===== config.mk =====
export PLATFORM = sky130hd
export DESIGN_NAME = reg_file
export DESIGN_NICKNAME = d
export VERILOG_FILES = /design/src/hdl/issue_pkg.sv /design/src/hdl/reg_file.sv
export SDC_FILE = /design/constraint.sdc
export NUM_CORES = 2
export LEC_CHECK = 0
export BUFFER_PORTS_ARGS = -buffer_cell sky130_fd_sc_hd__buf_2
export CAP_MARGIN = 5
export CORE_MARGIN = 10
export CORE_UTILIZATION = 55
export DETAILED_ROUTE_END_ITERATION = 8
export PLACE_DENSITY = 0.7
export SKIP_LAST_GASP = 1
export SLEW_MARGIN = 40
export SYNTH_ARGS = -nofsm -noshare
export SYNTH_HDL_FRONTEND = slang
export SYNTH_SLANG_ARGS = --single-unit
export TNS_END_PERCENT = 100

===== constraint.sdc =====
create_clock -name clk -period 2.7 [get_ports clk]
set_input_delay 0.27 -clock clk [delete_from_list [all_inputs] [get_ports clk]]
set_output_delay 0.27 -clock clk [all_outputs]
set_load 0.01 [all_outputs]

===== src/hdl/issue_pkg.sv =====
`default_nettype none

package issue_pkg;

    localparam int queue_depth = 16;
    localparam int queue_idx_w = 4;
    localparam int reg_count   = 16;
    localparam int reg_idx_w   = 4;
    localparam int data_w      = 32;
    localparam int tag_w       = 8;
    localparam int imm_w       = 16;
    // multiplier operand halves
    localparam int half_w      = data_w / 2;

    typedef enum logic [3:0] {
        op_nop,
        op_add,
        op_sub,
        op_and,
        op_or,
        op_xor,
        op_addi,
        op_lui,
        op_mul
    } op_e;

    function automatic logic is_mul(op_e op);
        return op == op_mul;
    endfunction

    // r0 is never a real destination
    function automatic logic writes_reg(op_e op, logic [reg_idx_w-1:0] rd);
        return (op != op_nop) && (rd != '0);
    endfunction

endpackage

`default_nettype wire


===== src/hdl/reg_file.sv =====
`default_nettype none

module reg_file (
    input  wire logic                            clk,
    input  wire logic                            rst,
    input  wire logic [issue_pkg::reg_idx_w-1:0] raddr [3:0],
    input  wire logic [1:0]                      we,
    input  wire logic [issue_pkg::reg_idx_w-1:0] waddr [1:0],
    input  wire logic [issue_pkg::data_w-1:0]    wdata [1:0],
    output logic [issue_pkg::data_w-1:0]         rdata [3:0]
);
    import issue_pkg::*;

    logic [data_w-1:0] regs [reg_count];

    always_ff @(posedge clk) begin
        if (rst) begin
            for (int r = 0; r < reg_count; r++) begin
                regs[r] <= '0;
            end
        end else begin
            // younger lane 0 written last so it wins
            for (int l = 1; l >= 0; l--) begin
                if (we[l] && waddr[l] != '0) begin
                    regs[waddr[l]] <= wdata[l];
                end
            end
        end
    end

    always_comb begin
        for (int k = 0; k < 4; k++) begin
            rdata[k] = (raddr[k] == '0) ? '0 : regs[raddr[k]];
        end
    end

endmodule

`default_nettype wire


Word level (Yosys, flattened, before mapping)
Memories as Yosys holds them, arrays and structs flattened.
Index checks and enable logic that the tools add are counted.
W data, S select, Z words.
{"block": "totals", "output_inout_bits": 128, "inputBits": 92, "mem_bits_rw": 512, "wordCells": 29, "mem_count": 1, "register_bits": 0}
{"name": "regs", "depth": 16, "word_bits": 32, "read_ports": 4, "rd_clocked_by_memory_dff": 0, "wr": 16, "line": "reg_file.sv:14", "text": "logic [data_w-1:0] regs [reg_count];"}
{"block": "op_classes", "mux": 18, "reduce_logical": 10}
{"operator": "$mux W32", "n": 6}
{"operator": "$reduce_or A32 Y1", "n": 2}
{"operator": "$logic_not A4 Y1", "n": 4}
{"operator": "$mux W1", "n": 10}
{"operator": "$mux W4", "n": 2}
{"operator": "$reduce_bool A4 Y1", "n": 2}
{"operator": "$logic_and A1 B1 Y1", "n": 2}

Depth between registers and ports, before layout
{"block": "depth", "ltp_word": 7, "ltp_mapped": 8}

Worst setup path before layout
Ideal clock, no wire load.
{"block": "synth_timing", "kind": "input to register", "start": "input port waddr[3] (netlist name)", "end": "memory regs[1][0] (enable)", "arrival_ns": 1.853, "t_required_ns": 2.310, "slack_ns": 0.458, "cell_stages": 4, "path_cell_list": "or4b_1 -> buf_2 -> nor2_4 -> or3_1"}
{"item": "from (decl)", "line": "reg_file.sv:8", "text": "input wire logic [issue_pkg::reg_idx_w-1:0] waddr [1:0],"}
{"item": "to (decl)", "line": "reg_file.sv:14"}

==> flow_metrics.py <==
metrics = {
    "outcome": {
        "status": "finished clean",
    },
    "die": {
        "ios": 220,
        "rows": 92,
        "dieArea_um2": 74600,
        "initial_utilization": 0.557,
        "core-area_um2": 63200,
        "die_x_um": 273,
        "die_y_um": 273,
    },
    "final_layout": {
        "drive_above_1_share": 0.349,
        "areaGrowthSynthToFinish_pct": 13.6,
        "finalNetCount": 2859,
        "regArea_um2": 14400,
        "largest_register_ffs": 481,
        "multi_input_area_um2": 19300,
        "fill_cells": 4676,
        "regMostFlops": "regs",
        "fin_util": 0.633,
        "top_regs": "regs (481)",
    },
    "worst_setup_path": {
        "path_buf_inv": 1,
        "worstSetupEndpointType": "primary output",
        "crit_family": "multiplexers",
        "crit_chain": "mux4_2 > nor2b_1 > nor3_1 > a221o_1 > buf_2",
        "required_ns": 2.43,
        "critPathMaxFanout": 4,
        "critPathKind": "reg -> out",
        "cp_slowest_stage_delay_ns": 0.48,
        "cpMaxStageDelayCell": "mux4_2",
        "cp-start-kind": "register",
        "worst_ep_arrival_time_ns": 2.35,
    },
    "yosys": {
        "synth_top_family_by_area": "multiplexers",
        "yosysWarnings": 0,
        "synth_compound_area_frac": 0.219,
        "synth-seq-cells": 481,
        "synth-adder-area-share": 0,
        "synth_edf_count": 481,
        "syn_area_um2": 35200,
        "synthFlopType": "edfxtp_1",
        "synth_nets": 2762,
        "synth_xor_area_frac": 0,
        "synth_mux_area_frac": 0.281,
        "postSynthCellCount": 2670,
        "syn_area_per_cell_um2": 13.2,
        "synth_top_area_frac": 0.410,
        "ys_types": 44,
        "async_flop_share": 0,
        "synth-simple-area-share": 0.0415,
        "ys_top_cells_by_area": "edfxtp_1 41%, mux4_2 18%, a22o_1 12%",
        "yosysTopAreaCell": "edfxtp_1",
        "ys_seq_area_frac": 0.410,
    },
    "sta": {
        "max_clock_freq_mhz": 382,
        "period_minus_slack_ns": 2.62,
        "period_share": 0.969,
        "final-max-slew-violation-count": 0,
        "finalSetupViolCount": 0,
        "fin_tns_setup_ns": 0,
        "rsz0062_at_grt": "false",
        "slew_headroom": 0.397,
        "tightestPinTransition_ns": 0.904,
        "hold_viol_final": 0,
        "setup_ws_ns": 0.0845,
    },
    "clocking": {
        "cts_tree": "yes",
        "h-tree-depth": 2,
        "numCtsBuffers": 55,
        "cts_num_sinks": 481,
        "holdBufCountCts": 0,
        "postCtsSetupBuffers": 0,
        "clk_pin_slew_ns": 0.06,
        "cts_resized": 0,
        "clock_path_buffers": 3,
        "root_buffer": "clkbuf_16",
    },
    "grt": {
        "grt_pass1_vias": 30314,
        "met2_usage": 0.568,
        "use_met3": 0.139,
        "overflow": 0,
        "use_met1": 0.514,
        "antenna_found_initial": 9,
        "busiest_layer": "met2",
        "grt_usage": 0.395,
        "grt_max_degree": 69,
        "grt_pass1_wl_mm": 216,
    },
    "power": {
        "p_int_mw": 15.6,
        "netSwitchingFraction": 0.295,
        "combPwrFrac": 0.216,
        "sequentialPowerShare": 0.420,
        "ir_drop_mv": 0.579,
        "clockPowerShare": 0.363,
        "powerDensity_nw_per_um2": 551,
        "p_switching_mw": 6.51,
        "p_leak_nw": 14.2,
    },
    "routing": {
        "viasPerCell": 8.44,
        "num_vias": 30950,
        "drc": 0,
        "first_pass_iters": 6,
        "routed_wl_mm": 152,
        "drt-wirelength-per-cell_um": 41.5,
        "antenna_left": 0,
        "drt-initial-drc-count": 5709,
    },
    "placement": {
        "post-place-ws_ns": 0.179,
        "hpwlAfterDp_mm": 93.0,
        "gp_congestion": 0.968,
        "io_buffers": 219,
    },
    "run": {
        "drv_cap": 0,
    },
    "worst_hold_path": {
        "hold_class": "in -> reg",
    },
}
==> cell usage after synthesis (40+ instances only) <==
cell and number:
buf_2 113, o31a_1 87, mux2i_1 197, a22oi_1 88
o22a_1 87, clkbuf_1 231, mux2_2 129, nor2_1 118
o22ai_1 100, mux4_2 288, nor3_1 42, nor2b_1 40
a22o_1 481, edfxtp_1 481
==> layout by cell type (no fill, tap or decap), drive strengths merged, types with 15 or more instances in the layout <==
cell	Yosys	routed
o31a	87	87
a221oi	31	31
edfxtp	481	481
o22a	87	87
mux4	288	288
clkinv	0	22
nor2	121	121
mux2	129	129
a22oi	88	88
nor3	53	53
nor2b	41	41
buf	144	414
mux2i	197	197
a221o	31	31
or3	15	15
nand2b	15	15
o22ai	100	100
nand2	18	18
a22o	481	481
clkbuf	231	68
==> per-stage QoR <==
| stage | cell area, um^2 | std cells | power, mW | hold WS (ns) |
|---|---|---|---|---|
| 2_1_floorplan | 35200 | 2670 | 12.1 | 0.472 |
| 3_3_place_gp | 38000 | 3551 | 13.9 | 0.732 |
| 3_5_place_dp | 38100 | 3555 | 14.0 | 0.739 |
| 4_1_cts | 40000 | 3658 | 21.8 | 0.0959 |
| 5_1_grt | 40000 | 3667 | 22.5 | 0.131 |
| 6_report | 40000 | 3667 | 22.1 | 0.109 |
==> worst paths after layout <==
kind | end | cells after the start | slack (ns) | from
setup / recovery | rdata[114] | 5 | 0.08 | regs[9][18]
hold / removal | regs[0][30] | 2 | 0.11 | rst
==> area by class of cell <==
cell class | instances | area share
Multi-Input combinational cell | 1811 | 0.483
Sequential cell | 481 | 0.361
Timing Repair Buffer | 415 | 0.0811
Clock buffer | 67 | 0.0366
Tap cell | 846 | 0.0265
Clock inverter | 36 | 0.0106
Antenna cell | 8 | 0.000500
Inverter | 3 | 0.000281
==> cells by family after synthesis <==
| kind of cell | Yosys count |
|---|---|
| buf+inv | 378 |
| compound gates | 920 |
| simple gates | 276 |
| mux | 614 |
| other cells | 1 |
| flops | 481 |
==> metal layers <==
| metal | vias up | wire [um] |
|---|---|---|
| met5 | - | 15 |
| met4 | 2 | 9930 |
| met3 | 711 | 25900 |
| met2 | 3429 | 64500 |
| met1 | 15196 | 51800 |
| li1 | 11612 | - |
==> power groups by stage <==
stage | Combinational, mW | Clock (mW) | Sequential (mW)
2_1_floorplan | 2.92 | 0 | 9.19
3_3_place_gp | 4.55 | 0 | 9.33
3_5_place_dp | 4.61 | 0 | 9.38
4_1_cts | 4.63 | 7.99 | 9.22
5_1_grt | 4.90 | 8.27 | 9.31
6_report | 4.77 | 8.01 | 9.27
No activity file was read; power rests on OpenSTA's default activity.
