File: src/hdl/issue_pkg.sv
`default_nettype none

package issue_pkg;

    localparam int queue_depth = 16;
    localparam int queue_idx_w = 4;
    localparam int reg_count   = 16;
    localparam int reg_idx_w   = 4;
    localparam int data_w      = 32;
    localparam int tag_w       = 8;
    localparam int imm_w       = 16;
    // multiplier operand halves
    localparam int half_w      = data_w / 2;

    typedef enum logic [3:0] {
        op_nop,
        op_add,
        op_sub,
        op_and,
        op_or,
        op_xor,
        op_addi,
        op_lui,
        op_mul
    } op_e;

    function automatic logic is_mul(op_e op);
        return op == op_mul;
    endfunction

    // r0 is never a real destination
    function automatic logic writes_reg(op_e op, logic [reg_idx_w-1:0] rd);
        return (op != op_nop) && (rd != '0);
    endfunction

endpackage

`default_nettype wire

File: src/hdl/operand_bypass.sv
`default_nettype none

module operand_bypass (
    input  wire logic [issue_pkg::reg_idx_w-1:0] cand_rs1  [1:0],
    input  wire logic [issue_pkg::reg_idx_w-1:0] cand_rs2  [1:0],
    input  wire logic [issue_pkg::data_w-1:0]    rf_rdata  [3:0],
    input  wire logic [1:0]                      ex_valid,
    input  wire logic [issue_pkg::reg_idx_w-1:0] ex_rd     [1:0],
    input  wire logic [1:0]                      ex_wen,
    input  wire logic [issue_pkg::data_w-1:0]    ex_result [1:0],
    input  wire logic [1:0]                      ex_is_mul,
    input  wire logic [1:0]                      wb_valid,
    input  wire logic [issue_pkg::reg_idx_w-1:0] wb_rd     [1:0],
    input  wire logic [1:0]                      wb_wen,
    input  wire logic [issue_pkg::data_w-1:0]    wb_value  [1:0],
    output logic [1:0]                           cand_ready,
    output logic [issue_pkg::data_w-1:0]         opnd_a    [1:0],
    output logic [issue_pkg::data_w-1:0]         opnd_b    [1:0]
);
    import issue_pkg::*;

    // operand k: 2*lane is rs1, 2*lane+1 is rs2
    logic [reg_idx_w-1:0] src_addr [3:0];
    logic [data_w-1:0]    src_data [3:0];
    logic [3:0]           src_busy;

    always_comb begin
        for (int i = 0; i < 2; i++) begin
            src_addr[2*i]   = cand_rs1[i];
            src_addr[2*i+1] = cand_rs2[i];
        end
        for (int k = 0; k < 4; k++) begin
            src_data[k] = rf_rdata[k];
            src_busy[k] = 1'b0;
            // later assignments win, lane 0 last within a stage
            for (int l = 1; l >= 0; l--) begin
                if (wb_valid[l] && wb_wen[l] && wb_rd[l] == src_addr[k]) begin
                    src_data[k] = wb_value[l];
                end
            end
            for (int l = 1; l >= 0; l--) begin
                if (ex_valid[l] && ex_wen[l] && ex_rd[l] == src_addr[k]) begin
                    // product only exists from writeback on
                    if (ex_is_mul[l]) begin
                        src_busy[k] = 1'b1;
                    end else begin
                        src_data[k] = ex_result[l];
                    end
                end
            end
        end
        for (int i = 0; i < 2; i++) begin
            cand_ready[i] = !src_busy[2*i] && !src_busy[2*i+1];
            opnd_a[i]     = src_data[2*i];
            opnd_b[i]     = src_data[2*i+1];
        end
    end

endmodule

`default_nettype wire

File: config.mk
export PLATFORM = sky130hd
export DESIGN_NAME = operand_bypass
export DESIGN_NICKNAME = d
export VERILOG_FILES = /design/src/hdl/issue_pkg.sv /design/src/hdl/operand_bypass.sv
export SDC_FILE = /design/constraint.sdc
export NUM_CORES = 1
export LEC_CHECK = 0
export CAP_MARGIN = 40
export CORE_AREA = 3 3 167 169
export DETAILED_ROUTE_END_ITERATION = 8
export DIE_AREA = 0 0 170 172
export DONT_BUFFER_PORTS = 1
export SYNTH_ARGS = -nofsm -noshare
export SYNTH_HDL_FRONTEND = slang
export SYNTH_SLANG_ARGS = --single-unit
export TNS_END_PERCENT = 10
File: constraint.sdc
create_clock -name vclk -period 2.4
set_input_delay 0.48 -clock vclk [all_inputs]
set_output_delay 0.48 -clock vclk [all_outputs]
set_load 0.05 [all_outputs]
### Word-level counts from Yosys, hierarchy flattened

Index checks and enable logic that the tools add are counted.
Widths: inputs -> output; s select.

| cells by class | value |
|---|---|
| equal/unequal tests | 16 |
| multiplexer cells | 37 |
| reductions and logical operators | 26 |

Operators with widths:

| cell | number |
|---|---|
| $mux 32 | 24 |
| $eq 4x4->1 | 16 |
| $logic_and 1x1->1 | 22 |
| $mux 1 | 13 |
| $logic_not 1->1 | 4 |

| storage, ports and cells | value |
|---|---|
| bits in registers | 0 |
| logic and storage cells | 79 |

### Depth between registers and ports, before layout

| logic depth | value |
|---|---|
| word-level depth | 8 |
| gate-level depth with buffers | 8 |

### Worst setup path before layout

No wires, ideal clock.

| path | value |
|---|---|
| path kind | input to output |
| start point | input port cand_rs2[7] (netlist bit) |
| end point | output port opnd_b[34] (netlist bit) |
| data arrival time | 2,046 ps |
| data required time | 1,920 ps |
| setup slack | -126 ps |
| stages | 8 |
| path buffers | 3 |
| path through | buf_2 -> xnor2_1 -> nand3_2 -> or2_1 -> buf_6 -> buf_6 -> a311oi_1 -> a221o_1 |

RTL lines:

| what | RTL line | source |
|---|---|---|
| from (decl) | operand_bypass.sv:5 | `input wire logic [issue_pkg::reg_idx_w-1:0] cand_rs2 [1:0],` |
| to (decl) | operand_bypass.sv:18 | `output logic [issue_pkg::data_w-1:0] opnd_b [1:0]` |

==> metrics.md <==
| Metric | Value |
|---|---|
| Setup TNS | `-3.62 ns` |
| Most common cell after layout, fill and taps aside | `buf_12` |
| IO buf count | `0` |
| Worst Setup Slack, final | `-0.109 ns` |
| RSZ-0062 raised after global routing | `yes` |
| Die height | `172 microns` |
| Worst Path Max Fanout | `17` |
| Antenna viol nets, final | `0` |
| Period utilisation layout | `1.05` |
| Synthesized net count | `1,276` |
| Top post-synthesis cells by area | `a311oi_2 22%, a221o_1 18%, nor3_1 9.2%` |
| Syn. warnings | `0` |
| Final nets | `1,355` |
| Max-slew violations | `0` |
| Slew @ Worst Pin | `0.450 ns` |
| Internal power | `0.00138 W` |
| Initial drt markers | `1,636` |
| Syn_area_per_cell | `7.26 sq um` |
| Critical path startpoint category | `primary input` |
| Hold depth | `2` |
| Final core occ | `0.435` |
| Final Critical Period | `2.51 ns` |
| Critical path required time | `1.92 ns` |
| Leakage | `3.79 nW` |
| Status | `finished with violations` |
| Detailed placement HPWL | `33.9 mm` |
| Routability cong. | `0.898` |
| Commonest non-fill, non-tap cells in the layout | `160 x buf_12, 131 x nand2_1, 116 x a221o_1, 109 x nor3_1, 108 x a311oi_2` |
| Largest net degree at the start of global routing | `56` |
| Netlist cell types | `29` |
| Cells after synthesis | `978` |
| Min-Delay Path Class | `primary input to primary output` |
| Register Area | `0 sq um` |
| Max Freq | `399 MHz` |
| Synth-to-layout area growth | `63.7%` |
| Routed wire per std cell | `36.5 microns` |
| Post-Syn Area | `0.00710 sq mm` |
| Starting Density | `0.266` |
| Die footprint | `0.0292 sq mm` |
| Sw Ratio | `0.543` |
| Layout cells sized above 1 | `0.453` |
| Via count | `10,300` |
| Dpl ws | `-0.294 ns` |
| Clk_buf instances | `0` |
| Slew Limit Headroom | `0.700` |
| Dominant cell type by area after synthesis | `a311oi_2` |
| P_sw | `0.00164 W` |
| Post-synthesis sequential area ratio | `0` |
| Design area | `0.0116 sq mm` |
| FP Rows | `60` |
| Clk network pwr share | `0` |
| Power Density | `260 mW/mm^2` |
| Vias/cell | `7.39` |
| I/O pins | `428` |
| Slowest cell on crit path | `a221o_1` |
| Total gr overflow | `0` |
| WS Path Type | `primary input to primary output` |
| Comb power frac | `1.000` |
| Failing checks | `setup timing` |
| Crit path largest cell delay | `0.31 ns` |
| GRT Util Overall | `0.308` |
| Type of destination of the critical path | `primary output` |
| Final Setup Violations | `102` |
| First-pass GRT wire length | `68.3 mm` |
| Max cap viols | `0` |
| Post-Route WL | `51.1 mm` |
| CP Cell Sequence | `xnor2_4, nand4_1, buf_6, buf_6, o21ai_1, a311oi_2, a221o_1, buf_12` |
| Pre-antenna DRT Iters | `6` |
| Die width | `170 microns` |
| Core Region | `0.0267 sq mm` |
| Share of power burned in registers | `0` |
| Arr. time, crit path | `2.03 ns` |
| Worst-case hold path end point | `cand_ready[0]` |
| Peak supply drop | `0.131 mV` |
| Placed cell area | `0.0102 sq mm` |
| Vias in the first global route | `10,300` |
| Worst Min Path Start | `ex_wen[1]` |
| # DRC | `0` |
| Final sequential cell count | `0` |
| Cts hold-fix bufs | `0` |
| Multi-input logic area | `0.00709 sq mm` |
| Post-synth top area share | `0.216` |
| Fill count | `2,528` |
| Final hold vios | `0` |
| Most frequent cell on the critical path | `buf_6` |
| Antenna violations before repair | `6` |
-- synthesized netlist by cell type (all sizes together) --
master and number:
a21oi 2, a221o 128, a311oi 128, a41oi 2
and3 32, and4 4, buf 88, clkbuf 71
nand2 132, nand3 9, nand3b 1, nand4 12
nor2 4, nor2b 32, nor3 132, o21ai 128
o22ai 4, or2 5, xnor2 64
-- layout make-up --
cell class / instances / area share
Tap cell: 341 / 0.0367
Timing Repair Buffer: 236 / 0.353
Multi-Input combinational cell: 819 / 0.610
Antenna cell: 4 / 0.000861
-- through the flow --
stage | hold WS, ns | instances | total power (W)
after detailed placement | 1.22 | 1365 | 0.00275
after CTS | 1.23 | 1382 | 0.00283
after global placement | 1.23 | 1365 | 0.00272
final | 1.23 | 1400 | 0.00302
after floorplan | 1.25 | 978 | 0.00163
after global routing | 1.24 | 1399 | 0.00309
-- kinds of logic (layout without fill, tap and decap cells) --
family	count (synthesis)	after routing	synth area share
simple gates	363	363	0.260
other cells	0	4	0
compound gates	392	392	0.531
xor+xnor	64	64	0.0790
buf+inv	159	236	0.131
-- worst max path at each step --
stage                 from          to  cells past startpoint
3_3_place_gp   cand_rs1[1]   opnd_a[8]                      7
3_5_place_dp   cand_rs1[1]   opnd_a[8]                      7
6_report       cand_rs1[3]  opnd_a[15]                      8
4_1_cts           wb_rd[6]  opnd_b[16]                      7
5_1_grt           wb_rd[4]  opnd_b[43]                      8
2_1_floorplan  cand_rs1[7]  opnd_a[35]                      8
-- power groups by stage --
stage               Combinational (W)  Sequential, W       Clock [W]
floorplan                     0.00163              0               0
global placement              0.00272              0               0
detailed placement            0.00275              0               0
CTS                           0.00283              0               0
global route                  0.00309              0  0.000000000168
finish                        0.00302              0  0.000000000224
-- critical path, delay by kind of cell --
family | cells | cell delay (ns)
compound gates | 3 | 0.70
buf+inv | 3 | 0.52
xor+xnor | 1 | 0.16
simple gates | 1 | 0.14
-- metal layers --
layer,GRT usage,vias up,part of all wire
met1,0.351,4938,0.35
met4,0.141,6,0.061
met3,0.0953,287,0.12
li1,-,4085,-
met2,0.531,1025,0.47
met5,0,-,0.00072
-- what timing repair did --
| item | CTS | global route |
|---|---|---|
| buffers inserted | 12 | 8 |
| gates resized for setup | 74 | 185 |
| pin swaps | 9 | 34 |
| endpoints found under the setup margin | 126 | 128 |
| cloned | 5 | 9 |
(Power assumes the default switching activity.)
