[src/hdl/issue_pkg.sv]
`default_nettype none

package issue_pkg;

    localparam int queue_depth = 16;
    localparam int queue_idx_w = 4;
    localparam int reg_count   = 16;
    localparam int reg_idx_w   = 4;
    localparam int data_w      = 32;
    localparam int tag_w       = 8;
    localparam int imm_w       = 16;
    // multiplier operand halves
    localparam int half_w      = data_w / 2;

    typedef enum logic [3:0] {
        op_nop,
        op_add,
        op_sub,
        op_and,
        op_or,
        op_xor,
        op_addi,
        op_lui,
        op_mul
    } op_e;

    function automatic logic is_mul(op_e op);
        return op == op_mul;
    endfunction

    // r0 is never a real destination
    function automatic logic writes_reg(op_e op, logic [reg_idx_w-1:0] rd);
        return (op != op_nop) && (rd != '0);
    endfunction

endpackage

`default_nettype wire

[src/hdl/issue_queue.sv]
`default_nettype none

module issue_queue (
    input  wire logic                                clk,
    input  wire logic                                rst,
    input  wire logic                                flush,
    input  wire logic [1:0]                          in_valid,
    input  wire issue_pkg::op_e                      in_op     [1:0],
    input  wire logic [issue_pkg::reg_idx_w-1:0]     in_rd     [1:0],
    input  wire logic [issue_pkg::reg_idx_w-1:0]     in_rs1    [1:0],
    input  wire logic [issue_pkg::reg_idx_w-1:0]     in_rs2    [1:0],
    input  wire logic [issue_pkg::imm_w-1:0]         in_imm    [1:0],
    input  wire logic [issue_pkg::tag_w-1:0]         in_tag    [1:0],
    input  wire logic [1:0]                          cand_ready,
    output logic                                     in_ready,
    output logic [1:0]                               issue_valid,
    output issue_pkg::op_e                           issue_op  [1:0],
    output logic [issue_pkg::reg_idx_w-1:0]          issue_rd  [1:0],
    output logic [issue_pkg::reg_idx_w-1:0]          issue_rs1 [1:0],
    output logic [issue_pkg::reg_idx_w-1:0]          issue_rs2 [1:0],
    output logic [issue_pkg::imm_w-1:0]              issue_imm [1:0],
    output logic [issue_pkg::tag_w-1:0]              issue_tag [1:0]
);
    import issue_pkg::*;

    typedef enum logic {
        st_direct,
        st_queued
    } sel_state_e;

    op_e                    q_op  [queue_depth];
    logic [reg_idx_w-1:0]   q_rd  [queue_depth];
    logic [reg_idx_w-1:0]   q_rs1 [queue_depth];
    logic [reg_idx_w-1:0]   q_rs2 [queue_depth];
    logic [imm_w-1:0]       q_imm [queue_depth];
    logic [tag_w-1:0]       q_tag [queue_depth];

    logic [queue_idx_w-1:0] head;
    logic [queue_idx_w-1:0] tail;
    logic [queue_idx_w-1:0] head_nx;
    logic [queue_idx_w:0]   count;
    logic [queue_idx_w:0]   count_nx;
    sel_state_e             state;

    logic [1:0]             accepted;
    logic [1:0]             cand_valid;
    logic                   c1_from_q;
    logic                   c0_from_q;
    logic                   c0_in_idx;
    logic                   raw_hazard;
    logic                   dual_mul;
    logic [1:0]             pop_cnt;
    logic [1:0]             used_in;
    logic [1:0]             enq_cnt;
    logic [1:0]             wr_en;
    logic [queue_idx_w-1:0] wr_idx [1:0];

    assign head_nx  = head + 1'b1;
    assign in_ready = (count <= queue_depth - 2);
    assign accepted = in_ready ? in_valid : 2'b00;

    // empty queue feeds decode straight through
    assign c1_from_q = (state == st_queued);
    assign c0_from_q = (count > 1);
    // one entry left pairs with the older incoming slot
    assign c0_in_idx = (count == 1);

    always_comb begin
        issue_op[1]  = c1_from_q ? q_op[head]  : in_op[1];
        issue_rd[1]  = c1_from_q ? q_rd[head]  : in_rd[1];
        issue_rs1[1] = c1_from_q ? q_rs1[head] : in_rs1[1];
        issue_rs2[1] = c1_from_q ? q_rs2[head] : in_rs2[1];
        issue_imm[1] = c1_from_q ? q_imm[head] : in_imm[1];
        issue_tag[1] = c1_from_q ? q_tag[head] : in_tag[1];
        issue_op[0]  = c0_from_q ? q_op[head_nx]  : in_op[c0_in_idx];
        issue_rd[0]  = c0_from_q ? q_rd[head_nx]  : in_rd[c0_in_idx];
        issue_rs1[0] = c0_from_q ? q_rs1[head_nx] : in_rs1[c0_in_idx];
        issue_rs2[0] = c0_from_q ? q_rs2[head_nx] : in_rs2[c0_in_idx];
        issue_imm[0] = c0_from_q ? q_imm[head_nx] : in_imm[c0_in_idx];
        issue_tag[0] = c0_from_q ? q_tag[head_nx] : in_tag[c0_in_idx];
        cand_valid[1] = c1_from_q || accepted[1];
        cand_valid[0] = c0_from_q || accepted[c0_in_idx];
    end

    // pairing rules for the younger candidate
    assign raw_hazard = writes_reg(issue_op[1], issue_rd[1]) &&
                        (issue_rd[1] == issue_rs1[0] || issue_rd[1] == issue_rs2[0]);
    assign dual_mul   = is_mul(issue_op[1]) && is_mul(issue_op[0]);

    assign issue_valid[1] = cand_valid[1] && cand_ready[1];
    assign issue_valid[0] = issue_valid[1] && cand_valid[0] && cand_ready[0] &&
                            !raw_hazard && !dual_mul;

    // split issued ops between queue pops and incoming slots
    always_comb begin
        if (state == st_direct) begin
            pop_cnt = 2'd0;
            used_in = 2'(issue_valid[1]) + 2'(issue_valid[0]);
        end else if (count == 1) begin
            pop_cnt = 2'(issue_valid[1]);
            used_in = 2'(issue_valid[0]);
        end else begin
            pop_cnt = 2'(issue_valid[1]) + 2'(issue_valid[0]);
            used_in = 2'd0;
        end
        enq_cnt  = 2'(accepted[1]) + 2'(accepted[0]) - used_in;
        count_nx = count - (queue_idx_w + 1)'(pop_cnt) + (queue_idx_w + 1)'(enq_cnt);
    end

    // leftovers go in behind the tail, older slot first
    assign wr_en[1]  = accepted[1] && (used_in == 2'd0);
    assign wr_en[0]  = accepted[0] && (used_in != 2'd2);
    assign wr_idx[1] = tail;
    assign wr_idx[0] = (used_in == 2'd0) ? tail + 1'b1 : tail;

    always_ff @(posedge clk) begin
        for (int s = 0; s < 2; s++) begin
            if (wr_en[s]) begin
                q_op[wr_idx[s]]  <= in_op[s];
                q_rd[wr_idx[s]]  <= in_rd[s];
                q_rs1[wr_idx[s]] <= in_rs1[s];
                q_rs2[wr_idx[s]] <= in_rs2[s];
                q_imm[wr_idx[s]] <= in_imm[s];
                q_tag[wr_idx[s]] <= in_tag[s];
            end
        end
    end

    always_ff @(posedge clk) begin
        if (rst) begin
            head  <= '0;
            tail  <= '0;
            count <= '0;
            state <= st_direct;
        end else if (flush) begin
            // drop whatever is still waiting
            head  <= tail;
            count <= '0;
            state <= st_direct;
        end else begin
            head  <= head + queue_idx_w'(pop_cnt);
            tail  <= tail + queue_idx_w'(enq_cnt);
            count <= count_nx;
            state <= (count_nx == '0) ? st_direct : st_queued;
        end
    end

endmodule

`default_nettype wire

[config.mk]
export PLATFORM = sky130hd
export DESIGN_NAME = issue_queue
export DESIGN_NICKNAME = d
export VERILOG_FILES = /design/src/hdl/issue_pkg.sv /design/src/hdl/issue_queue.sv
export SDC_FILE = /design/constraint.sdc
export NUM_CORES = 1
export LEC_CHECK = 0
export BUFFER_PORTS_ARGS = -buffer_cell sky130_fd_sc_hd__buf_2
export CAP_MARGIN = 10
export CORE_MARGIN = 4
export CORE_UTILIZATION = 54
export DETAILED_ROUTE_END_ITERATION = 16
export GPL_TIMING_DRIVEN = 0
export MAX_ROUTING_LAYER = met4
export PLACE_DENSITY_LB_ADDON = 0.25
export SYNTH_ARGS = -nofsm -noshare
export SYNTH_HDL_FRONTEND = slang
export SYNTH_SLANG_ARGS = --single-unit
[constraint.sdc]
create_clock -name clk -period 16.4 [get_ports clk]
set_clock_uncertainty 0.05 [all_clocks]
set_input_delay 1.64 -clock clk [delete_from_list [all_inputs] [get_ports clk]]
set_output_delay 1.64 -clock clk [all_outputs]
set_load 0.02 [all_outputs]
Word-level counts from Yosys, hierarchy flattened
Memories as Yosys holds them, arrays and structs flattened. A register that Yosys moved wholly into a read port is not among the register bits.
Index checks and enable logic that the tools add are counted.
{ "totals": {"out_inout_bits": 83, "word_cells": 92, "inputBits": 87, "ram_bits": 640, "register_bits": 14, "memories": 6} }
{ "mem_list": {"columns": ["memory", "words", "width", "rd", "rd_clocked_by_memory_dff", "write_ports", "line_no", "source"], "rows": [
  ["q_imm", 16, 16, 2, 1, 2, "issue_queue.sv:35", "logic [imm_w-1:0] q_imm [queue_depth];"],
  ["q_tag", 16, 8, 2, 1, 2, "issue_queue.sv:36", "logic [tag_w-1:0] q_tag [queue_depth];"],
  ["q_op", 16, 4, 2, 1, 2, "issue_queue.sv:31", "op_e q_op [queue_depth];"],
  ["q_rd", 16, 4, 2, 1, 2, "issue_queue.sv:32", "logic [reg_idx_w-1:0] q_rd [queue_depth];"],
  ["q_rs1", 16, 4, 2, 1, 2, "issue_queue.sv:33", "logic [reg_idx_w-1:0] q_rs1 [queue_depth];"],
  ["q_rs2", 16, 4, 2, 1, 2, "issue_queue.sv:34", "logic [reg_idx_w-1:0] q_rs2 [queue_depth];"]
]} }
{ "op_classes": {"n_lt_le_gt_ge": 3, "add_sub_neg": 9, "mux": 44, "n_eq_ne": 6, "n_reduce_logical": 20} }
{ "op_table": {"columns": ["cell", "n"], "rows": [
  ["two-way mux 4 bit", 24],
  ["two-way mux 16 bit", 4],
  ["two-way mux 8 bit", 4],
  ["logical AND 1 bit", 10],
  ["adder 4 x 1 -> 4 bit, second input constant", 2],
  ["adder 4 x 2 -> 4 bit", 2],
  ["equality test 4 bit", 2],
  ["equality test 4 bit, second input constant", 2],
  ["two-way mux 1 bit", 8],
  ["two-way mux 2 bit", 4],
  ["nonzero test 4 bit", 2],
  ["adder 5 x 2 -> 5 bit", 1],
  ["equality test 5 x 1 -> 1 bit, second input constant", 1],
  ["> comparator 5 x 1 -> 1 bit, second input constant", 1],
  ["less-or-equal comparator 5 x 4 -> 1 bit, second input constant", 1],
  ["logical NOT 5 bit", 1],
  ["subtractor 5 x 2 -> 5 bit", 1],
  ["adder 1 x 1 -> 2 bit", 2],
  ["logical OR 1 bit", 3],
  ["logical NOT 1 bit", 2],
  ["logical NOT 2 bit", 1],
  ["less-than comparator 1 x 2 -> 1 bit, second input constant", 1],
  ["!= test 2 bit, second input constant", 1],
  ["OR reduction 2 bit", 1],
  ["subtractor 2 bit", 1]
]} }

Logic depth before layout (Yosys ltp)
{ "depth": {"ltp_word": 17, "mapped_depth": 31, "mapped_depth_nobuf": 27} }

Worst setup path after synthesis
No wires, ideal clock.
{ "synth_path": {"kind": "input to register", "from": "input port in_rd[6] (netlist bit)", "to": "memory q_imm[0][0], enable pin", "slack_ps": 8869, "arrival_ps": 6983, "cell_stages": 11, "required_ps": 15852, "path_buffers": 2, "setup_ps": 498, "cell_sequence": "nor2_1 > a211oi_1 > o21ai_0 > nand4b_1 > o32ai_2 > a211oi_2 > nand2b_1 > buf_4 > buf_8 > a41oi_1 > o31ai_1"} }
{ "synth_lines": {"columns": ["item", "line_no", "source"], "rows": [
  ["start: declaration", "issue_queue.sv:9", "input wire logic [issue_pkg::reg_idx_w-1:0] in_rd [1:0],"],
  ["end: declaration", "issue_queue.sv:35", null]
]} }

==> run summary <==
The flow ran to the end, and the final reports show no timing, DRC or antenna violations. In this run the standard cell core region covers 73100 µm². The clock transition time at the flip-flop clock pins of the worst setup and hold paths works out to 0.06 ns.

The tools report the HPWL after detailed placement as 103000 µm. After synthesis, the largest family of logic cells by area is multiplexers. Entering global routing, the biggest net connects 19 pins. For the synthesized net count, the log shows 2611. Parity-gate share of the synthesized area counting xor and xnor cells: 0.307%. The total negative setup slack came out at 0 ns. The count of flip-flops with a built-in enable after synthesis is 640. For the global-route usage over all layers, the log shows 39.3%. The tools report the number of distinct library cells after synthesis as 58.

For the final-report max-slew violation count, the log shows 0. The via count of the first global-routing pass came out at 29200. The final layout contains routed wiring with a total length of 151000 µm.

In this run the remaining antenna-violating nets after routing total 0. The total count of hold-check failures in the final report was 0; the area fraction in compound gates after synthesis was 2.13%. The cell area after technology mapping came out at 39900 µm². The tools report the starting density of the core as 54.6%. The clock network latency to the later pin of the worst-skew pair is 0.63 ns, and the worst-case setup slack after placement is 8.86 ns. Utilization after layout: 62.6%. Top fanout value on the critical path: 10. The proportion of layout cells with a drive suffix above 1 came out at 46.3%. Input and output buffers added on the ports amount to 168. The area growth from synthesis to layout came out at 14.8%. The critical path is of the register to primary output type. Number of maximum-capacitance constraint violations: 0. The worst-case IR drop observed on VDD is 77.7 µV. The run gives 13 as the initial antenna violation count. Across all setup checks in the final design, the least slack found is 7.92 ns. In this run the static leakage power is 14.8 nW. For the count of instances resized after the clock tree is built, the log shows 0. The first-pass GRT wire length was 210000 µm.

In this run the worst hold path is classified as register to register. The first detailed-routing pass took 6 iterations. Leaving out fill and tap cells, the most frequent cells in the layout are sky130_fd_sc_hd__edfxtp_1 (640), sky130_fd_sc_hd__mux2_2 (503), sky130_fd_sc_hd__mux4_2 (370). Data on the critical path is required at its endpoint by 14.71 ns.

The run gives 74 as the number of clock buffers inserted by TritonCTS. Pin placement for this block handled 170 I/O pins. The number of placement rows is 99, and the adder and majority gate portion of the synthesized area is 0.860%. In this run the most critical hold path is launched from tail[1].

The run gives 2925 as the number of nets in the finished design. The floorplan step defined a die boundary enclosing 78300 µm². From bottom edge to top edge, the die measures 280 µm.

Summing the areas of all and, or, nand and nor instances in the mapped netlist gives 3.45% of the synthesized area. In this run the horizontal extent of the chip is 280 µm. The tools report the endpoint kind of the worst setup timing path as a primary output.

At the worst endpoint, the arrival time is 6.79 ns. The per-cell via count in the routed design was 7.50; the synthesized instance count was 2499. Timing would allow up to 0.118 GHz. Buffer cell driving the clock tree root: sky130_fd_sc_hd__clkbuf_16. The final instance area was 45800 µm².

TritonCTS built the clock tree. The final-report setup violation count came out at 0. In this run the mean area of a mapped cell was 16.0 µm².

Final clock period utilization by the worst path: 51.7%. Setup repair after global routing left no endpoint under its margin. After synthesis, the share of cell area in mux cells is 41.1%. Total number of vias: 28800. In the routed design, unresolved DRC markers number 0.

In this run the power density over the cells is 143 nW/µm². The clock tree synthesis step divided the H-tree into 3 levels. At the pin with the least slew margin, the transition time is 1.46 ns. The worst setup path is launched from a register.

The total overflow left after global routing is 0. The number of buffers inserted to repair setup after CTS is 0, and the non-filler instance count after layout is 3839. Once placement finished, the instance area stood at 43400 µm².

Counting tap cells, the placed design contains a total of 3685 instances. The number of hold buffers added after CTS was 0. Critical path startpoint: head[0]. The average wire length per cell after detail routing is 39.3 µm. The worst-case headroom to the max-slew limit is 2.86%, and the clock sink count is 654. Yosys printed 0 warnings. The startpoint of the worst register-to-register path is count[2].

Routability-driven placement finished with a final weighted congestion of 0.960. Subtracting the final worst setup slack from the clock period gives 8.48 ns. No sink is reached through more buffers than the 3 on the longest clock path. The library cell used most frequently in the layout, excluding fill and tap cells, is sky130_fd_sc_hd__edfxtp_1. The share of flip-flops with an asynchronous set or reset is 0%. In the synthesized netlist the dominant register cell turns out to be sky130_fd_sc_hd__edfxtp_1. Counting the fill cells in the layout gives 5387. After the first detailed-routing iteration, the DRC count stood at 5144.

Summing the sequential cell areas from Yosys gives 48.9% of the chip area. Synthesis inferred 654 register bits.
## sequential cells by signal (all words and copies together), names as in the netlist, 5 cells and up
| name | count |
|---|---|
| count | 5 |
| q_tag | 128 |
| q_op | 64 |
| q_imm | 256 |
| q_rd | 64 |
| q_rs2 | 64 |
| q_rs1 | 64 |
## worst max-delay path, cell delays in order, from the launching register on
cell,delay [ns]
sky130_fd_sc_hd__dfxtp_1,0.45
sky130_fd_sc_hd__buf_4,0.25
sky130_fd_sc_hd__buf_6,0.24
sky130_fd_sc_hd__buf_6,0.29
sky130_fd_sc_hd__buf_4,0.30
sky130_fd_sc_hd__buf_2,0.40
sky130_fd_sc_hd__buf_1,0.86
sky130_fd_sc_hd__buf_1,0.84
sky130_fd_sc_hd__clkbuf_1,0.97
sky130_fd_sc_hd__mux4_2,0.42
sky130_fd_sc_hd__mux4_2,0.46
sky130_fd_sc_hd__nand2_1,0.08
sky130_fd_sc_hd__a31oi_1,0.25
sky130_fd_sc_hd__buf_2,0.31
## power breakdown
group	total [W]	switching [W]	internal, W
clock network	0.00160	0.000698	0.000901
registers	0.00213	0.0000835	0.00205
logic	0.00282	0.00173	0.00109
## layout make-up
cell class                 instances  area, µm²  share of cell area (%)
sequential                       654      19500                    42.6
buffer                           273       1230                    2.68
tap                              959       1200                    2.62
timing repair buffer             238       2230                    4.87
multi-input combinational       1548      19300                    42.1
inverter                          24       90.1                   0.197
clock inverter                    29        193                   0.421
clock buffer                     103       2040                    4.47
antenna                           11       27.5                  0.0601
## worst paths after layout
path,to,slack [ns],cells past startpoint
worst max register to register,c1_from_q,8.97,29
worst min-delay path,tail[1],0.68,2
worst max-delay path,issue_rd[1],7.92,13
worst min register to register,tail[1],0.68,2
## stage by stage
| stage | hold slack, ns | total power (W) |
|---|---|---|
| 2_1_floorplan | 0.561 | 0.00378 |
| 3_3_place_gp | 0.631 | 0.00475 |
| 3_5_place_dp | 0.646 | 0.00487 |
| 4_1_cts | 0.656 | 0.00644 |
| 5_1_grt | 0.717 | 0.00669 |
| 6_report | 0.681 | 0.00655 |
## layer usage
metal / part of all wire (%) / track usage (%) / wire (µm)
met3: 15 / 11.7 / 22600
met5: 0 / - / 0
met2: 45 / 58.4 / 67700
met1: 33 / 49.0 / 50500
met4: 6.8 / 21.5 / 10200
## synth_stat cells (7+ instances only)
library cell	n	area, µm²
sky130_fd_sc_hd__ha_1	21	263
sky130_fd_sc_hd__nor4_1	7	43.8
sky130_fd_sc_hd__o21ai_1	8	40.0
sky130_fd_sc_hd__o31ai_1	11	82.6
sky130_fd_sc_hd__nor3_1	7	35.0
sky130_fd_sc_hd__nand2b_1	7	43.8
sky130_fd_sc_hd__buf_4	7	52.6
sky130_fd_sc_hd__nand3_1	22	110
sky130_fd_sc_hd__mux4_2	370	8330
sky130_fd_sc_hd__clkbuf_1	151	567
sky130_fd_sc_hd__nand2_1	95	357
sky130_fd_sc_hd__mux2_1	181	2040
sky130_fd_sc_hd__nor2_1	95	357
sky130_fd_sc_hd__xnor2_1	8	70.1
sky130_fd_sc_hd__mux2_2	503	5660
sky130_fd_sc_hd__or3_1	12	75.1
sky130_fd_sc_hd__edfxtp_1	640	19200
sky130_fd_sc_hd__a31oi_1	29	181
sky130_fd_sc_hd__inv_1	24	90.1
sky130_fd_sc_hd__mux2i_1	34	340
sky130_fd_sc_hd__buf_1	38	143
sky130_fd_sc_hd__dfxtp_1	14	280
sky130_fd_sc_hd__and3_1	9	56.3
sky130_fd_sc_hd__a21oi_1	34	170
sky130_fd_sc_hd__buf_2	66	330
sky130_fd_sc_hd__o21bai_1	8	60.1
sky130_fd_sc_hd__o21ai_0	11	55.1
sky130_fd_sc_hd__nor2_4	8	90.1
sky130_fd_sc_hd__buf_6	10	113
## logic make-up (layout without fill, tap and decap cells)
| logic type | count (synthesis) | in the layout |
|---|---|---|
| AO/OA/AOI/OAI | 131 | 131 |
| XOR/XNOR | 14 | 14 |
| adder cells (fa/ha/maj) | 25 | 25 |
| buffers and inverters | 297 | 667 |
| flip-flops | 654 | 654 |
| multiplexers | 1088 | 1088 |
| other | 0 | 11 |
| AND/OR/NAND/NOR | 290 | 290 |
Power figures use the tool's default switching activity.
