[config.mk]
export PLATFORM = sky130hd
export DESIGN_NAME = exec_lane
export DESIGN_NICKNAME = d
export VERILOG_FILES = /design/src/hdl/issue_pkg.sv /design/src/hdl/exec_lane.sv
export SDC_FILE = /design/constraint.sdc
export NUM_CORES = 1
export LEC_CHECK = 0
export ABC_AREA = 1
export BUFFER_PORTS_ARGS = -buffer_cell sky130_fd_sc_hd__buf_2
export CAP_MARGIN = 20
export CORE_UTILIZATION = 35
export CTS_CLUSTER_DIAMETER = 80
export CTS_CLUSTER_SIZE = 30
export DETAILED_ROUTE_END_ITERATION = 10
export SYNTH_ARGS = -nofsm -noshare
export SYNTH_HDL_FRONTEND = slang
export SYNTH_SLANG_ARGS = --single-unit
[constraint.sdc]
create_clock -name clk -period 5.55 [get_ports clk]
set_input_delay 0.8325 -clock clk [delete_from_list [all_inputs] [get_ports clk]]
set_output_delay 0.8325 -clock clk [all_outputs]
set_load 0.03 [all_outputs]
[src/hdl/issue_pkg.sv]
`default_nettype none

package issue_pkg;

    localparam int queue_depth = 16;
    localparam int queue_idx_w = 4;
    localparam int reg_count   = 16;
    localparam int reg_idx_w   = 4;
    localparam int data_w      = 32;
    localparam int tag_w       = 8;
    localparam int imm_w       = 16;
    // multiplier operand halves
    localparam int half_w      = data_w / 2;

    typedef enum logic [3:0] {
        op_nop,
        op_add,
        op_sub,
        op_and,
        op_or,
        op_xor,
        op_addi,
        op_lui,
        op_mul
    } op_e;

    function automatic logic is_mul(op_e op);
        return op == op_mul;
    endfunction

    // r0 is never a real destination
    function automatic logic writes_reg(op_e op, logic [reg_idx_w-1:0] rd);
        return (op != op_nop) && (rd != '0);
    endfunction

endpackage

`default_nettype wire

[src/hdl/exec_lane.sv]
`default_nettype none

module exec_lane (
    input  wire logic                            clk,
    input  wire logic                            rst,
    input  wire logic                            issue_valid,
    input  wire issue_pkg::op_e                  issue_op,
    input  wire logic [issue_pkg::reg_idx_w-1:0] issue_rd,
    input  wire logic [issue_pkg::imm_w-1:0]     issue_imm,
    input  wire logic [issue_pkg::tag_w-1:0]     issue_tag,
    input  wire logic [issue_pkg::data_w-1:0]    opnd_a,
    input  wire logic [issue_pkg::data_w-1:0]    opnd_b,
    input  wire logic [issue_pkg::data_w-1:0]    mul_product,
    output logic                                 ex_valid,
    output logic [issue_pkg::reg_idx_w-1:0]      ex_rd,
    output logic                                 ex_wen,
    output logic [issue_pkg::data_w-1:0]         ex_result,
    output logic                                 ex_is_mul,
    output logic                                 ret_valid,
    output logic [issue_pkg::tag_w-1:0]          ret_tag,
    output logic [issue_pkg::reg_idx_w-1:0]      ret_rd,
    output logic                                 ret_wen,
    output logic [issue_pkg::data_w-1:0]         ret_value
);
    import issue_pkg::*;

    op_e               ex_op;
    logic [imm_w-1:0]  ex_imm;
    logic [tag_w-1:0]  ex_tag;
    logic [data_w-1:0] ex_a;
    logic [data_w-1:0] ex_b;
    logic [data_w-1:0] wb_alu;
    logic              wb_is_mul;

    // execute register
    always_ff @(posedge clk) begin
        if (rst) begin
            ex_valid <= 1'b0;
        end else begin
            ex_valid <= issue_valid;
        end
        ex_op  <= issue_op;
        ex_rd  <= issue_rd;
        ex_imm <= issue_imm;
        ex_tag <= issue_tag;
        ex_a   <= opnd_a;
        ex_b   <= opnd_b;
    end

    always_comb begin
        case (ex_op)
            op_add:  ex_result = ex_a + ex_b;
            op_sub:  ex_result = ex_a - ex_b;
            op_and:  ex_result = ex_a & ex_b;
            op_or:   ex_result = ex_a | ex_b;
            op_xor:  ex_result = ex_a ^ ex_b;
            op_addi: ex_result = ex_a + {{(data_w - imm_w){ex_imm[imm_w-1]}}, ex_imm};
            op_lui:  ex_result = {ex_imm, {(data_w - imm_w){1'b0}}};
            default: ex_result = '0;
        endcase
    end

    assign ex_wen    = ex_valid && writes_reg(ex_op, ex_rd);
    assign ex_is_mul = is_mul(ex_op);

    // writeback register
    always_ff @(posedge clk) begin
        if (rst) begin
            ret_valid <= 1'b0;
            ret_wen   <= 1'b0;
        end else begin
            ret_valid <= ex_valid;
            ret_wen   <= ex_wen;
        end
        ret_tag   <= ex_tag;
        ret_rd    <= ex_rd;
        wb_alu    <= ex_result;
        wb_is_mul <= ex_is_mul;
    end

    // multiplier result lands here in the same cycle
    assign ret_value = wb_is_mul ? mul_product : wb_alu;

endmodule

`default_nettype wire

Word-level counts from Yosys, hierarchy flattened
Index checks and enable logic that the tools add are counted.
Storage, ports and cells
  register bits: 144
  bits in latches: 0
  bits in writable memories: 0
  ROM bits: 0
  input port bits: 131
  output and inout port bits: 85
  word-level logic and storage cells: 33
  memories: 0
Operators by class
  add/subtract/negate cells: 3
  multipliers: 0
  divide/modulo/power cells: 0
  magnitude comparators: 0
  equality and inequality tests: 8
  shifts and indexed selects: 0
  muxes and demuxes: 2
  bitwise gates (word level): 3
  reduce and logical (&&, ||, !) cells: 4
Operators by type and width (count)
  32-bit one-hot mux with 7 select lines: 1
  32-bit adder: 2
  32-bit bitwise AND: 1
  32-bit 2-to-1 mux: 1
  32-bit bitwise OR: 1
  32-bit subtractor: 1
  32-bit XOR: 1
  4-bit by 3-bit equality test with 1-bit output, second input constant: 4
  4-bit by 2-bit equality test with 1-bit output, second input constant: 2
  4-bit nonzero test: 2
  4-bit by 1-bit equality test with 1-bit output, second input constant: 1
  4-bit equality test, second input constant: 1
  1-bit logical AND: 2

Longest topological paths before layout
Gate-level depths: netlist of the first run.
  depth in word-level cells: 3
  depth in mapped cells: 23
  mapped depth without buffers: 23

Least setup slack after synthesis of the first run
No wires, ideal clock.
  path kind: register to output
  start point: register ex_b[0]
  end point: output ex_result[20] (netlist bit)
  data arrival time: 3.325 ns
  data required time: 4.718 ns
  slack: 1.392 ns
  stages on the path, launching flop included: 21
  buffers on the path: 0
  cell sequence: dfxtp_1 > inv_1 > ha_1 > nand2_1 > nor2_1 > inv_1 > nor2_1 > inv_1 > nor2_1 > nand2_1 > nand2_1 > o221ai_1 > ha_1 > nand2_1 > nor2_1 > nand3_1 > nand2_1 > nand2_1 > o21ai_0 > nor2_1 > o21ai_0
Between the ends
  longest elaborated chain between the ends: 2
  elaborated cells on any way between the ends: 3
  classes of those cells: add/sub (2); mux (1)
Ends and longest elaborated chain
  from (decl): line exec_lane.sv:31  | logic [data_w-1:0] ex_b;
  from (signal assigned): line exec_lane.sv:47  | ex_b <= opnd_b;
  32-bit subtractor or 32-bit adder (tied branches): line exec_lane.sv:53, exec_lane.sv:52
  32-bit one-hot mux with 7 select lines *: line exec_lane.sv:51  | case (ex_op)
  to (decl): line exec_lane.sv:17  | output logic [issue_pkg::data_w-1:0] ex_result,
Mark *: on every way between the ends. The rest lies on a longest branch, timed or not.

Final worst setup path of the first run
  start point: register ex_b[0]
  end point: output ex_result[9] (netlist bit)
The elaborated chain is that of the path after synthesis.

==> reports/metrics.cfg, run 1 <==
[logic_synthesis]
syn_area_mm2=0.00842
netlist_instances=1066
async_reset_ff_share_pct=0
synth_cell_types=49
synthTopCellsByArea=dfxtp_1 (34%), ha_1 (15%), nand2_1 (9.2%), inv_1 (5.4%), mux2_2 (4.3%)
synth_mux_area_share_pct=4.28
synth_edf_count=0
synth_seq_area_share_pct=34.2
synth_compound_area_share_pct=15.1
synth_top_family_by_area=simple AND/OR/NAND/NOR gates
yosys_warnings=0
synthAdderAreaFrac_pct=15.4
synth_fp_nets=1300
syn_area_per_cell_um2=7.90
synth_top_area_share_pct=34.2
synth_xor_xnor_area_share_pct=0.104
synth-simple-area-share_pct=23.8
synth_area_leader_cell=dfxtp_1
ys.flop_type=dfxtp_1
ys_ff_latch=144

[clock_tree]
cts-root-buf=clkbuf_16
post-cts-setup-buffers=0
cts_tree=done
clk_pin_slew_ps=70
post_cts_resized=0
clk_latency_ps=430
cts.sinks=144
cts_hold_buffers=0
cts_made_buffers=17
cts_max_level=4
ctsLongestPathBuffers=2

[setup_path]
crit_required_ps=4720
path_buf_inv=5
worst-path-stages=19
path_class=reg2out
startpoint_type=flip-flop
crit_chain=inv_1 > ha_1 > nand2_1 > nor2_1 > inv_1 > nor2_1 > inv_1 > a21oi_1 > nand2_1 > a22oi_1 > ha_1 > a21oi_1 > o21ai_1 > a21oi_1 > inv_1 > or2_2 > nand3_1 > o2111ai_1 > buf_2
worstSetupEndpoint=ex_result[9]
critical_path.max_stage_delay_ps=330
critPathTopFamily=compound AO/OA/AOI/OAI gates
reg2reg_from=ex_b[0]
crit_path_max_fanout=6
crit_top_cell=inv_1
crit_slowest_cell=ha_1
end_kind=output port
reg2reg_to=wb_alu[9]
reg2reg_slack_ps=1730
worst_ep_arrival_time_ps=4320
startpoint=ex_b[0]
r2r_cells=18

[grt]
antenna_found_initial=0
track_usage_pct=23.1
grt_first_pass_wirelength_mm=42.5
grt_pass1_vias=7771
grt_max_degree=33
grt_overflow=0

[detailed_routing]
drtIter0Drc=523
highest_layer=met4
routed_wl_mm=28.1
firstDrtPassIters=5
met2WireLength_mm=12.3
wl_met1_mm=12.9
route.antenna.remaining_nets=0
viasPerCell=5.04
drc=0
routed-wl-met3_mm=2.07
wire_per_inst_um=17.4
vias=8117

[sta]
clock-skew-final_ps=9.05
rsz0062_at_grt=false
max_freq_mhz=194
period_share_pct=92.8
hold_viol=0
setup_ws_ps=402
period_needed_ps=5150
tightest_slew_ps=1010
maxSlewViolCount=0
setup_tns_ps=0
setup_viol=0
relSlewSlack_pct=32.4

[final_layout]
diodes=0
area_growth_pct=23.9
finish.instance_area_mm2=0.0104
stdcell_count=1612
drive_gt1_share_pct=25.9
nNetsFinal=1515

[power_and_ir_drop]
p_leak_nw=5.16
max-vdd-ir-drop_mv=0.248
power_density_mw_per_mm2=295

[floorplanning]
core_mm2=0.0235
dieArea_mm2=0.0247
die_y_um=157
start_util_pct=35.8
num_io_pins=216
num_rows=56
die_w_um=157

[worst_hold_path]
min-delay-path-class=reg2reg

[placed_design]
gp_congestion=0.998
port-buffer-count=215
place_ws_ps=929
place_area_mm2=0.00982
placed_cells=1581
place_hpwl_mm=22.4

[outcome]
status=completed

[run]
cap_violations=0

[per-stage QoR]
stage / hold WS (ps) / utilization [%] / total power, mW
detailed placement: 313 / 41.7 / 1.89
floorplan: 310 / - / 1.65
finish: 327 / 44.3 / 3.08
global route: 333 / 44.3 / 3.23
CTS: 329 / 44.3 / 3.10
global placement: 310 / 41.7 / 1.88
[cell usage after synthesis (2+ instances only)]
library cell  instances
nand2_1             206
nor2_4                8
o221ai_1              4
o211ai_1              4
a22oi_1              18
o21ai_1               9
inv_1               121
nand2_2               3
buf_2                 7
o21bai_1              6
nor4_1                4
a21o_1                7
o31ai_1               2
nand4_1              13
nor2_2                7
nor2_1               87
nand3b_1              5
a21oi_1              54
nand3_1              68
a22oi_2               2
buf_4                 4
dfxtp_1             144
nand2_4               4
clkbuf_1              9
inv_2                 4
ha_1                102
o22ai_1               7
or2_2                14
nand3_2               4
a221oi_1             17
o2111ai_1            13
nor3_1               13
buf_1                 3
o21ai_0              42
mux2_2               32
a21boi_0              6
[logic make-up (layout without fill, tap and decap cells)]
family          Yosys count  count (layout)
simple gates            439             439
compound gates          198             198
buf+inv                 149             376
flops                   144             144
fa+ha+maj               103             103
mux                      32              32
xor+xnor                  1               1
[placed cells by master (no fill, tap or decap), types with 3 or more instances in the layout]
| cell type | synthesis | layout |
|---|---|---|
| o22ai_1 | 7 | 7 |
| a221oi_1 | 17 | 17 |
| inv_6 | 0 | 6 |
| nor4_1 | 4 | 4 |
| a22oi_1 | 18 | 18 |
| clkinv_4 | 0 | 3 |
| nand2_4 | 4 | 4 |
| nand4_1 | 13 | 13 |
| o21bai_1 | 6 | 6 |
| nor3_1 | 13 | 13 |
| o21ai_1 | 9 | 9 |
| o21ai_0 | 42 | 42 |
| nand2_2 | 3 | 3 |
| a21o_1 | 7 | 7 |
| inv_2 | 4 | 4 |
| o211ai_1 | 4 | 4 |
| o221ai_1 | 4 | 4 |
| ha_1 | 102 | 102 |
| buf_2 | 7 | 215 |
| clkbuf_16 | 0 | 17 |
| nor2_1 | 87 | 86 |
| dfxtp_1 | 144 | 143 |
| bufinv_16 | 0 | 3 |
| a21oi_1 | 54 | 54 |
| nand3_1 | 68 | 68 |
| nand3_2 | 4 | 4 |
| buf_4 | 4 | 5 |
| mux2_2 | 32 | 32 |
| nand3b_1 | 5 | 5 |
| nor2_4 | 8 | 9 |
| nand2_1 | 206 | 206 |
| inv_1 | 121 | 121 |
| a21boi_0 | 6 | 6 |
| or2_2 | 14 | 14 |
| o2111ai_1 | 13 | 13 |
| nor2_2 | 7 | 7 |
[state kept, by name, summed over array words and instances, names as in the netlist, 4 cells and up]
register,flops
ex_op,4
wb_alu,32
ex_rd,4
ret_tag,8
ex_imm,16
ret_rd,4
ex_b,32
ex_tag,8
ex_a,32
[per-layer routing]
layer | GRT usage [%] | vias to the layer above
met4 | 9.25 | 0
met2 | 35.7 | 312
met5 | 0 | -
met1 | 30.9 | 3702
met3 | 5.31 | 51
li1 | - | 4052
[final cells by class]
class | count | area, um2
Clock buffer | 18 | 439
Clock inverter | 13 | 174
Fill cell | 2455 | 13100
Timing Repair Buffer | 220 | 1110
Sequential cell | 144 | 2880
Tap cell | 319 | 399
Inverter | 125 | 469
Multi-Input combinational cell | 773 | 4950
[power breakdown]
part,total [mW],switching (mW),internal [mW]
clock,1.21,0.481,0.726
combinational,0.709,0.464,0.245
sequential,1.16,0.0564,1.10
[worst min-delay path by stage]
stage | startpoint | endpoint | slack, ps | cells past startpoint
after CTS | ex_tag[6] | ret_tag[6] | 330 | 0
final | ex_tag[6] | ret_tag[6] | 330 | 0
after global routing | ex_tag[6] | ret_tag[6] | 330 | 0
after global placement | ex_tag[6] | ret_tag[6] | 310 | 0
after detailed placement | ex_tag[1] | ret_tag[1] | 310 | 0
after floorplan | ex_tag[0] | ret_tag[0] | 310 | 0
Power figures use the tool's default switching activity.
==> run 2, diff against run 1 <==
PLACE_DENSITY = 0.54   (was default)
==> run 2 against run 1 <==
Net effect:
- core utilization is 0.12 points lower
- fmax is 1.6% lower
- highest routed layer unchanged
- final cell count hardly changed
- critical path depth is 2 higher
- critical path type unchanged
- non-clock buffer count stayed put
==> reports/metrics.cfg, run 2 (synthesized netlist as in run 1, its figures left out) <==
[detailed_routing]
route.antenna.remaining_nets=0  ; unchanged
drtIter0Drc=590  ; +13%
drc=0  ; unchanged
viasPerCell=5.02  ; -0.26%
firstDrtPassIters=5  ; unchanged
wire_per_inst_um=17.3  ; -0.49%
routed_wl_mm=28.0  ; -0.43%
vias=8101  ; -0.20%

[sta]
setup_tns_ps=0  ; unchanged
clock-skew-final_ps=12.9  ; +3.83 ps
hold_slack_ps=330  ; +3.05 ps
rsz0062_at_grt=false
relSlewSlack_pct=32.5  ; +0.11 points
setup_viol=0  ; unchanged
tightest_slew_ps=1010  ; -1.65 ps
max_freq_mhz=191  ; -1.6%
period_share_pct=94.2  ; +1.5 points
period_needed_ps=5230  ; +81.4 ps
maxSlewViolCount=0  ; unchanged
hold_viol=0  ; unchanged

[grt]
antenna_found_initial=0  ; unchanged
grt_pass1_vias=7473  ; -3.8%
track_usage_pct=22.8  ; -0.34 points
grt_max_degree=33  ; unchanged
grt_first_pass_wirelength_mm=41.5  ; -2.2%
grt_overflow=0  ; unchanged

[setup_path]
end_kind=output port
crit_required_ps=4720  ; about the same
crit_path_max_fanout=6  ; unchanged
crit_top_cell=nand2_1
reg2reg_to=wb_alu[31]
r2r_cells=20  ; +2
crit_slowest_cell=ha_1
startpoint_type=flip-flop
startpoint=ex_b[0]
reg2reg_slack_ps=1700  ; -30 ps
worstSetupEndpoint=ex_result[31]
path_class=reg2out
crit_chain=inv_1 > ha_1 > nand2_1 > nor2_1 > inv_1 > nor2_1 > inv_1 > nor2_1 > nand2_1 > nand2_1 > o221ai_1 > ha_1 > a21oi_1 > o21ai_0 > a21oi_1 > nand2_1 > a21oi_1 > nand3b_1 > nand3_1 > nand2_1 > buf_2
critical_path.max_stage_delay_ps=370  ; +40 ps
worst_ep_arrival_time_ps=4400  ; +80 ps
reg2reg_from=ex_b[0]

[final_layout]
drive_gt1_share_pct=26.0  ; +0.057 points
fillCellCount=2398  ; -2.3%
finish.instance_area_mm2=0.0104  ; -0.26%
layout_commonest_cell=buf_2
largest_registers=ex_a (32), ex_b (32), wb_alu (32)
multiInputGateArea_mm2=0.00495  ; unchanged
layout_common_cells=buf_2 (215), nand2_1 (206), dfxtp_1 (143)
diodes=0  ; unchanged
stdcell_count=1613  ; +0.062%
nNetsFinal=1515  ; unchanged
seq_area_mm2=0.00288  ; unchanged
area_growth_pct=23.6
final_core_util_pct=44.2  ; -0.12 points

[run]
cap_violations=0  ; unchanged

[clock_tree]
cts_made_buffers=17  ; unchanged
cts_max_level=4  ; unchanged
post_cts_resized=0  ; unchanged
clk_pin_slew_ps=70  ; about the same
cts-root-buf=clkbuf_16
clk_latency_ps=440  ; about the same
post-cts-setup-buffers=0  ; unchanged
cts_tree=done
cts_hold_buffers=0  ; unchanged
ctsLongestPathBuffers=2  ; unchanged
cts.sinks=144  ; unchanged

[floorplanning]
die_y_um=157  ; unchanged
core_mm2=0.0235  ; unchanged
num_io_pins=216  ; unchanged
die_w_um=157  ; unchanged
start_util_pct=35.8  ; unchanged
num_rows=56  ; unchanged
dieArea_mm2=0.0247  ; unchanged

[outcome]
status=completed

[power_and_ir_drop]
max-vdd-ir-drop_mv=0.195  ; -21%
p_leak_nw=5.14  ; -0.32%
power_density_mw_per_mm2=291  ; -1.5%

[placed_design]
placed_cells=1581  ; unchanged
gp_congestion=0.972  ; -2.6%
place_hpwl_mm=22.2  ; -0.63%
port-buffer-count=215  ; unchanged
place_area_mm2=0.00982  ; unchanged

[worst_hold_path]
min-delay-path-class=reg2reg

run 2: power by group:
group          switching (mW)  internal (mW)  total [mW]  leakage, nW
registers              0.0565           1.10        1.16         1.21
clock network           0.550          0.604        1.15        0.286
logic                   0.464          0.245       0.709         3.64
run 2: final cells by class:
class	instances	share of cell area [%]
Clock buffer	17	4.09
Clock inverter	15	1.54
Inverter	125	4.51
Multi-Input combinational cell	773	47.6
Sequential cell	144	27.7
Tap cell	319	3.84
Timing Repair Buffer	220	10.7
run 2: how the worst min path moves through the flow:
stage / from / to / slack [ps] / cells after the start
finish: ex_tag[3] / ret_tag[3] / 330 / 0
floorplan: ex_tag[0] / ret_tag[0] / 310 / 0
global placement: ex_tag[7] / ret_tag[7] / 310 / 0
CTS: ex_tag[3] / ret_tag[3] / 330 / 0
detailed placement: ex_tag[3] / ret_tag[3] / 310 / 0
global route: ex_tag[3] / ret_tag[3] / 330 / 0
run 2: critical path: cells and delay by family, from the launching register on:
kind / cells / cell delay, ps
AO/OA/AOI/OAI: 5 / 1020
AND/OR/NAND/NOR: 10 / 1350
buffers and inverters: 4 / 610
flip-flops: 1 / 320
adder cells (fa/ha/maj): 2 / 670
run 2: stage by stage:
step / setup WS [ps] / power, mW
6_report: 321 / 3.02
5_1_grt: 5.52 / 3.17
4_1_cts: 373 / 3.04
3_5_place_dp: 860 / 1.89
3_3_place_gp: 1030 / 1.88
2_1_floorplan: 1390 / 1.65
run 2: routing by layer:
| metal | up-vias | part of all wire, % | track usage (%) |
|---|---|---|---|
| li1 | 4056 | - | - |
| met1 | 3699 | 47 | 31.3 |
| met2 | 310 | 44 | 36.1 |
| met4 | 0 | 2.2 | 7.17 |
| met5 | - | 0 | 0 |
| met3 | 36 | 6.7 | 4.02 |
